<file path="src/hw/xc_pkg.sv">
// shared constants and types of the photon counter and correlator
// every module and the interface pull these in with a wildcard import
package xc_pkg;

	localparam int NUM_LINES = 4; // detector inputs
	localparam int NUM_PAIRS = 6; // unordered pairs of four lines
	localparam int RESOLUTION = 16; // width of every counter

	localparam int CLK_FREQUENCY = 13300000;
	localparam int BAUD_RATE = 921600;
	localparam int CLKS_PER_BIT = CLK_FREQUENCY / BAUD_RATE; // rounds down to 14
	localparam int HALF_BIT = CLKS_PER_BIT / 2; // offset from the start edge to mid bit
	localparam int BIT_CNT_W = $clog2(CLKS_PER_BIT);

	localparam int WINDOW_UNIT = 256; // clocks per step of the command byte
	localparam int WIN_BITS = 8 + $clog2(WINDOW_UNIT); // holds 255 units

	localparam logic [7:0] SYNC_BYTE = 8'h58;
	localparam int FRAME_BYTES = 22; // sync, seq and ten 16 bit words

	// first and second line of each pair, in the order the frame carries them
	localparam int PAIR_A [NUM_PAIRS] = '{0, 0, 0, 1, 1, 2};
	localparam int PAIR_B [NUM_PAIRS] = '{1, 2, 3, 2, 3, 3};

	typedef logic [RESOLUTION-1:0] count_t;
	typedef count_t [NUM_LINES-1:0] line_counts_t;
	typedef count_t [NUM_PAIRS-1:0] pair_counts_t;
	typedef logic [7:0] seq_t; // wraps after 255 frames
	typedef logic [WIN_BITS-1:0] win_t; // window length and timer in clocks

endpackage

</file>
<file path="src/hw/xc_frame_if.sv">
// carries one finished window snapshot from the counter to the frame sender
// frame_valid is a single cycle strobe and the data is only good in that cycle
`timescale 1ns/1ns

interface xc_frame_if
	import xc_pkg::*;
	();

	logic frame_valid; // end of window strobe, no back-pressure
	line_counts_t line_counts; // rising edges per line
	pair_counts_t pair_counts; // same cycle coincidences per pair
	seq_t seq; // number of this window since reset

	// the counter produces snapshots
	modport source (output frame_valid, output line_counts, output pair_counts, output seq);

	// the sender only watches them
	modport sink (input frame_valid, input line_counts, input pair_counts, input seq);

endinterface

</file>
<file path="src/hw/uart_rx.sv">
// 8N1 receiver for the single command byte from the host
// cmd_valid pulses one cycle after the middle of a good stop bit
`timescale 1ns/1ns

module uart_rx
	import xc_pkg::*;
	(
	input logic clki,
	input logic rst,
	input logic rx,
	output logic [7:0] cmd_byte,
	output logic cmd_valid
	);

	typedef enum logic [1:0] {RX_IDLE, RX_START, RX_DATA, RX_STOP} rx_state_t;

	rx_state_t state;
	logic rx_meta;
	logic rx_sync;
	logic rx_prev; // previous synchronized level to spot the start edge
	logic [BIT_CNT_W-1:0] clk_cnt; // clocks within the current bit
	logic [2:0] bit_cnt; // data bits received so far
	logic [7:0] shift_reg;

	assign cmd_byte = shift_reg; // stable from the last data bit until the next byte

	always_ff @(posedge clki) begin
		if (rst) begin
			rx_meta <= 1'b1; // line idles high
			rx_sync <= 1'b1;
			rx_prev <= 1'b1;
			state <= RX_IDLE;
			clk_cnt <= '0;
			bit_cnt <= '0;
			cmd_valid <= 1'b0;
		end else begin
			rx_meta <= rx;
			rx_sync <= rx_meta;
			rx_prev <= rx_sync;
			cmd_valid <= 1'b0;
			clk_cnt <= clk_cnt + BIT_CNT_W'(1); // restarted below at each sample point
			case (state)
				RX_IDLE: begin
					clk_cnt <= '0;
					if (rx_prev && !rx_sync) state <= RX_START; // falling start edge
				end
				RX_START: if (clk_cnt == BIT_CNT_W'(HALF_BIT - 1)) begin
					clk_cnt <= '0;
					bit_cnt <= '0;
					state <= rx_sync ? RX_IDLE : RX_DATA; // a glitch is not a start bit
				end
				RX_DATA: if (clk_cnt == BIT_CNT_W'(CLKS_PER_BIT - 1)) begin
					clk_cnt <= '0;
					shift_reg <= {rx_sync, shift_reg[7:1]}; // LSB arrives first
					bit_cnt <= bit_cnt + 3'd1;
					if (bit_cnt == 3'd7) state <= RX_STOP;
				end
				RX_STOP: if (clk_cnt == BIT_CNT_W'(CLKS_PER_BIT - 1)) begin
					cmd_valid <= rx_sync; // framing error drops the byte
					state <= RX_IDLE;
				end
				default: state <= RX_IDLE;
			endcase
		end
	end

endmodule

</file>
<file path="src/hw/uart_tx.sv">
// 8N1 transmitter for one byte per tx_start strobe
// tx_busy is high for ten bit periods starting the cycle after tx_start
`timescale 1ns/1ns

module uart_tx
	import xc_pkg::*;
	(
	input logic clki,
	input logic rst,
	input logic [7:0] tx_byte,
	input logic tx_start,
	output logic tx,
	output logic tx_busy
	);

	logic [8:0] shift_reg; // data bits then the stop bit
	logic [BIT_CNT_W-1:0] clk_cnt;
	logic [3:0] bit_cnt; // 0 is the start bit, 9 the stop bit

	always_ff @(posedge clki) begin
		if (rst) begin
			tx <= 1'b1;
			tx_busy <= 1'b0;
			clk_cnt <= '0;
			bit_cnt <= '0;
		end else if (!tx_busy) begin
			if (tx_start) begin
				shift_reg <= {1'b1, tx_byte};
				tx <= 1'b0; // start bit goes out right away
				tx_busy <= 1'b1;
				clk_cnt <= '0;
				bit_cnt <= '0;
			end
		end else if (clk_cnt == BIT_CNT_W'(CLKS_PER_BIT - 1)) begin
			clk_cnt <= '0;
			if (bit_cnt == 4'd9) begin
				tx_busy <= 1'b0; // stop bit has been held for a full period
				tx <= 1'b1;
			end else begin
				tx <= shift_reg[0];
				shift_reg <= {1'b0, shift_reg[8:1]};
				bit_cnt <= bit_cnt + 4'd1;
			end
		end else begin
			clk_cnt <= clk_cnt + BIT_CNT_W'(1);
		end
	end

	// the line must rest at the idle level between bytes
	assert property (@(posedge clki) disable iff (rst) !tx_busy |-> tx);

endmodule

</file>
<file path="src/hw/line_counter.sv">
// counts rising edges on each detector line and same cycle coincidences per pair
// a command byte sets the window length and each window end emits one snapshot
`timescale 1ns/1ns

module line_counter
	import xc_pkg::*;
	(
	input logic clki,
	input logic rst,
	input logic line_in [NUM_LINES],
	input logic [7:0] cmd_byte,
	input logic cmd_valid,
	xc_frame_if.source frame
	);

	logic [NUM_LINES-1:0] line_meta; // first synchronizer stage
	logic [NUM_LINES-1:0] line_sync; // second stage, safe to use
	logic [NUM_LINES-1:0] line_prev; // last synchronized value for edge detection
	logic [NUM_LINES-1:0] line_edge;

	line_counts_t line_cnt;
	line_counts_t line_next;
	pair_counts_t pair_cnt;
	pair_counts_t pair_next;

	win_t win_len; // zero means no window runs
	win_t win_cnt;
	seq_t seq_cnt; // sequence number of the window being counted

	assign line_edge = line_sync & ~line_prev; // one cycle per rising edge

	// counts as they stand after this cycle's edges
	always_comb begin
		for (int i = 0; i < NUM_LINES; i++) begin
			line_next[i] = line_cnt[i] + {{(RESOLUTION-1){1'b0}}, line_edge[i]};
		end
		for (int p = 0; p < NUM_PAIRS; p++) begin
			pair_next[p] = pair_cnt[p]
				+ {{(RESOLUTION-1){1'b0}}, line_edge[PAIR_A[p]] & line_edge[PAIR_B[p]]};
		end
	end

	always_ff @(posedge clki) begin
		if (rst) begin
			line_meta <= '0;
			line_sync <= '0;
			line_prev <= '0;
			line_cnt <= '0;
			pair_cnt <= '0;
			win_len <= '0;
			win_cnt <= '0;
			seq_cnt <= '0;
			frame.frame_valid <= 1'b0;
		end else begin
			for (int i = 0; i < NUM_LINES; i++) begin
				line_meta[i] <= line_in[i];
			end
			line_sync <= line_meta;
			line_prev <= line_sync;
			frame.frame_valid <= 1'b0; // strobe unless the window ends below

			if (cmd_valid) begin
				// a command always restarts from empty counters
				win_len <= win_t'(cmd_byte) * win_t'(WINDOW_UNIT);
				win_cnt <= '0;
				line_cnt <= '0;
				pair_cnt <= '0;
			end else if (win_len != '0) begin
				if (win_cnt == win_len - win_t'(1)) begin
					frame.frame_valid <= 1'b1;
					seq_cnt <= seq_cnt + seq_t'(1); // next window carries the next number
					win_cnt <= '0;
					line_cnt <= '0; // next window starts at once
					pair_cnt <= '0;
				end else begin
					win_cnt <= win_cnt + win_t'(1);
					line_cnt <= line_next;
					pair_cnt <= pair_next;
				end
			end
		end
	end

	// snapshot payload, only read in the cycle frame_valid is high
	always_ff @(posedge clki) begin
		if (!cmd_valid && win_len != '0 && win_cnt == win_len - win_t'(1)) begin
			frame.line_counts <= line_next;
			frame.pair_counts <= pair_next;
			frame.seq <= seq_cnt;
		end
	end

	// a stopped counter must stay silent towards the sender
	assert property (@(posedge clki) disable iff (rst) frame.frame_valid |-> win_len != '0);

endmodule

</file>
<file path="src/hw/frame_sender.sv">
// latches a window snapshot and streams it through the UART transmitter
// order is sync, seq, four line counts and six pair counts, high byte first
// snapshots that arrive while a frame is still going out are dropped
`timescale 1ns/1ns

module frame_sender
	import xc_pkg::*;
	(
	input logic clki,
	input logic rst,
	xc_frame_if.sink frame,
	output logic [7:0] tx_byte,
	output logic tx_start,
	input logic tx_busy
	);

	logic active; // a frame is being sent
	logic [4:0] byte_idx; // next byte to send, FRAME_BYTES when all are issued
	line_counts_t line_snap;
	pair_counts_t pair_snap;
	seq_t seq_snap;

	logic [4:0] word_pos; // byte position counted from the first count word
	logic [3:0] word_idx;
	count_t word;
	logic [7:0] next_byte;

	// select the byte for the current index
	always_comb begin
		word_pos = byte_idx - 5'd2;
		word_idx = word_pos[4:1];
		if (word_idx < 4'(NUM_LINES)) word = line_snap[word_idx[1:0]];
		else word = pair_snap[3'(word_idx - 4'(NUM_LINES))];
		if (byte_idx == 5'd0) next_byte = SYNC_BYTE;
		else if (byte_idx == 5'd1) next_byte = seq_snap;
		else next_byte = word_pos[0] ? word[7:0] : word[15:8]; // even position is the high byte
	end

	always_ff @(posedge clki) begin
		if (rst) begin
			active <= 1'b0;
			byte_idx <= '0;
			tx_start <= 1'b0;
		end else begin
			tx_start <= 1'b0;
			if (!active) begin
				if (frame.frame_valid) begin
					active <= 1'b1;
					byte_idx <= '0;
				end
			end else if (!tx_busy && !tx_start) begin
				// tx_busy only rises a cycle after a start so the last start is checked too
				if (byte_idx == 5'(FRAME_BYTES)) begin
					active <= 1'b0; // last byte has left the transmitter
				end else begin
					tx_start <= 1'b1;
					byte_idx <= byte_idx + 5'd1;
				end
			end
		end
	end

	// payload registers
	always_ff @(posedge clki) begin
		if (!active && frame.frame_valid) begin
			line_snap <= frame.line_counts;
			pair_snap <= frame.pair_counts;
			seq_snap <= frame.seq;
		end
		if (active && !tx_busy && !tx_start) tx_byte <= next_byte;
	end

	assert property (@(posedge clki) disable iff (rst) tx_start |-> !tx_busy);

endmodule

</file>
<file path="src/hw/xc_board.sv">
// board level top of the photon counter and zero lag correlator
// commands come in on rx and one frame per integration window leaves on tx
`timescale 1ns/1ns

module xc_board
	import xc_pkg::*;
	(
	input logic clki,
	input logic rst,
	input logic rx,
	output logic tx,
	input logic line_in [NUM_LINES]
	);

	logic [7:0] cmd_byte;
	logic cmd_valid; // one cycle per good command byte
	logic [7:0] tx_byte;
	logic tx_start;
	logic tx_busy;

	xc_frame_if frame_bus ();

	uart_rx uart_rx_i (.clki, .rst, .rx, .cmd_byte, .cmd_valid);

	line_counter line_counter_i (
		.clki,
		.rst,
		.line_in,
		.cmd_byte,
		.cmd_valid,
		.frame (frame_bus.source)
	);

	frame_sender frame_sender_i (
		.clki,
		.rst,
		.frame (frame_bus.sink),
		.tx_byte,
		.tx_start,
		.tx_busy
	);

	uart_tx uart_tx_i (.clki, .rst, .tx_byte, .tx_start, .tx, .tx_busy);

endmodule

</file>
<file path="config.mk">
export PLATFORM = sky130hd
export DESIGN_NAME = xc_board
export DESIGN_NICKNAME = d
export VERILOG_FILES = /design/src/hw/xc_pkg.sv /design/src/hw/xc_frame_if.sv /design/src/hw/uart_rx.sv /design/src/hw/uart_tx.sv /design/src/hw/line_counter.sv /design/src/hw/frame_sender.sv /design/src/hw/xc_board.sv
export SDC_FILE = /design/constraint.sdc
export NUM_CORES = 1
export LEC_CHECK = 0
export BUFFER_PORTS_ARGS = -buffer_cell sky130_fd_sc_hd__buf_2
export CORE_UTILIZATION = 57
export DETAILED_ROUTE_END_ITERATION = 10
export GPL_TIMING_DRIVEN = 0
export MAX_ROUTING_LAYER = met4
export PLACE_DENSITY = 0.76
export SKIP_LAST_GASP = 1
export SLEW_MARGIN = 15
export SYNTH_ARGS = -nofsm -noshare
export SYNTH_HDL_FRONTEND = slang
export SYNTH_SLANG_ARGS = --single-unit
</file>
<file path="constraint.sdc">
create_clock -name clki -period 8.9 [get_ports clki]
set_input_delay 1.78 -clock clki [delete_from_list [all_inputs] [get_ports clki]]
set_output_delay 1.78 -clock clki [all_outputs]
set_load 0.005 [all_outputs]
</file>
==> run_results.csv <==
group,metric,value,unit
status,status,"finished, final reports clean",
hold_path,min-delay-start,"uart_rx_i.rx_meta",
setup_path,crit_chain,"buf_2 -> buf_2 -> buf_2 -> inv_1 -> ha_1 -> clkbuf_1 -> clkbuf_1 -> mux4_2 -> o21ai_0 -> o22a_1 -> o21ai_0",
setup_path,critPathMaxStageDelay,0.64,ns
synthesis,yosysUniqueCellTypes,69,
clock_tree,root_buffer,"clkbuf_16",
clock_tree,clkTransAtPathRegs,0.06,ns
die,initial_utilization,0.581,
die,core,0.0434,sq mm
die,dieArea,0.0451,sq mm
clock_tree,postCtsSetupBuffers,0,
clock_tree,htreeDepth,2,
synthesis,syn_area,0.0252,sq mm
place,routabilityCongestion,0.938,
synthesis,ys.flop_type,"edfxtp_1",
detailed_routing,routed_via_density,6.09,
setup_path,crit_fanout,10,
place,post_dp_cell_area,0.0262,sq mm
synthesis,synth-seq-cells,596,
sta,tightest_slew,1.21,ns
clock_tree,hold_buffers,0,
global_routing,grt_pass1_wl,93800,um
setup_path,worstPathArrival,4.92,ns
sta,period_needed,4.58,ns
detailed_routing,firstDrtPassIters,5,
power,internal_power,4.42,mW
synthesis,synth_edf_count,361,
detailed_routing,wire_per_inst,22.3,um
power,p_switching,1.14,mW
sta,hold_viol,0,
clock_tree,cts_tree,"built",
sta,rsz0062_at_grt,"no",
final_layout,reg_top3,"frame_sender_i.pair_snap (96), line_counter_i.frame.pair_counts (96), line_counter_i.pair_cnt (96)",
setup_path,crit_path_start_kind,"flop",
synthesis,synth_top_area_cell,"edfxtp_1",
clock_tree,cts_buffer_depth,3,
detailed_routing,drc,0,
die,ios,8,
power,powerDensity,197,mW/mm^2
run,cap_violations,0,
detailed_routing,wirelength,62200,um
final_layout,final_core_utilization,0.651,
power,seqPwrFrac,0.523,
synthesis,ys_seq_area_frac,0.617,
place,io_buffers,6,
hold_path,hold_path_class,"reg -> reg",
sta,final_max_slew_viol_count,0,
synthesis,syn_nets,2132,
setup_path,reg2reg_from,"frame_sender_i.byte_idx[1]",
sta,finalSetupViolations,0,
sta,setup_ws,4.32,ns
global_routing,grt_max_degree,61,
detailed_routing,drtIter0Drc,1652,
setup_path,crit_top_cell,"buf_2",
die,dieHeight,212,um
die,die_w,212,um
final_layout,drive_gt1_frac,0.112,
global_routing,grt_usage,0.290,
place,hpwlAfterDp,43600,um
power,ir_drop,0.000166,V
synthesis,synth_top_cell_area_share,0.430,
synthesis,avgSynthCellArea,12.1,sq um
power,p_leak,9.32,nW
final_layout,design_area,0.0282,sq mm
global_routing,antenna_found_initial,1,
final_layout,synthToLayoutAreaGrowth,12.0,%
power,p_sw_frac,0.204,
final_layout,antennaDiodeCount,0,
setup_path,criticalPathCategory,"reg -> reg",
sta,max_freq,219,MHz
place,place_ws,4.43,ns
synthesis,synth_top_cells_by_count,"361 x edfxtp_1, 235 x dfxtp_1, 177 x nor2_1",
global_routing,grt_pass1_vias,16500,
synthesis,synthTopCellsByArea,"edfxtp_1 43%, dfxtp_1 19%, xnor2_1 3.6%",
sta,fin_skew,0.0313,ns
clock_tree,cts_sinks,596,
setup_path,cp.required,9.24,ns
detailed_routing,via_count,17008,
detailed_routing,postRouteAntennaNets,0,
synthesis,yosys_warnings,0,
sta,relSlewSlack,0.192,
setup_path,critPathCaptureType,"flop",
setup_path,critical_path.slowest_cell,"clkbuf_1",
clock_tree,clk_latency,0.64,ns
power,p_clk_frac,0.460,
sta,finalCritPeriodShare,0.514,
setup_path,critPathLaunch,"frame_sender_i.byte_idx[1]",
power,combPwrFrac,0.016,
clock_tree,cts_resized,0,
synthesis,netlist_instances,2081,
die,row_count,76,
final_layout,nNetsFinal,2209,
clock_tree,cts_buffers,59,
synthesis,synth-async-reset-ratio,0,
synthesis,synth.most_common_cell,"edfxtp_1",
global_routing,grt_overflow,0,
[layout by cell type (no fill, tap or decap), types with 36 or more instances in the layout]
master	count
nor2_1	176
nand2_1	163
a21oi_1	92
nor3_1	40
clkbuf_16	60
clkbuf_1	95
inv_1	48
buf_2	36
nand4_1	47
xor2_1	77
dfxtp_1	235
edfxtp_1	361
xnor2_1	103
ha_1	44
nand3_1	156
[stage by stage]
stage	setup TNS, ns	power (mW)	cells	hold WS (ns)
finish	0	5.56	2794	0.412
detailed placement	0	3.06	2682	0.398
floorplan	0	3.02	2081	0.389
CTS	0	5.58	2794	0.414
global route	0	5.70	2794	0.415
global placement	-68.75	3.05	2672	0.400
[critical path: cells and delay by family, from the launching register on]
kind	cells	cell delay (ns)
compound gates	3	0.53
fa+ha+maj	1	0.35
buf+inv	6	2.55
flops	1	0.38
mux	1	0.48
[power groups by stage]
stage | sequential [mW] | combinational, mW | clock [mW]
after detailed placement | 2.97 | 0.0880 | 0
after floorplan | 2.97 | 0.0563 | 0
final | 2.91 | 0.0904 | 2.56
after CTS | 2.91 | 0.0889 | 2.59
after global routing | 2.91 | 0.0962 | 2.69
after global placement | 2.97 | 0.0857 | 0
[final cells by class]
cell class,instances,area (sq um)
clock inverter,35,409
clock buffer,77,1620
tap,585,732
buffer,141,648
fill,3213,15100
inverter,48,180
sequential,596,15500
timing repair buffer,16,260
multi-input combinational,1296,8840
[routing by layer]
metal	track usage	routed length (um)	share of wire
met2	0.458	29400	0.47
met1	0.362	24600	0.39
met3	0.0462	4990	0.080
met5	-	0	0
met4	0.150	3290	0.053
[cells by family after synthesis]
kind of cell,after synthesis,synth area share
adders and majority gates,44,0.0218
xor gates and xnor gates,180,0.0626
muxes,69,0.0438
DFF,596,0.617
buffers and inverters,189,0.0327
and+or+nand+nor,691,0.133
AOI/OAI and AO/OA,312,0.0888
[worst paths after layout]
kind | to | slack, ns | cells after the start
setup / recovery | frame_sender_i.tx_byte[3] | 4.32 | 11
hold / removal | uart_rx_i.rx_sync | 0.41 | 1
setup reg to reg | frame_sender_i.tx_byte[3] | 4.32 | 11
hold reg to reg | uart_rx_i.rx_sync | 0.41 | 1
(Power assumes the default switching activity.)
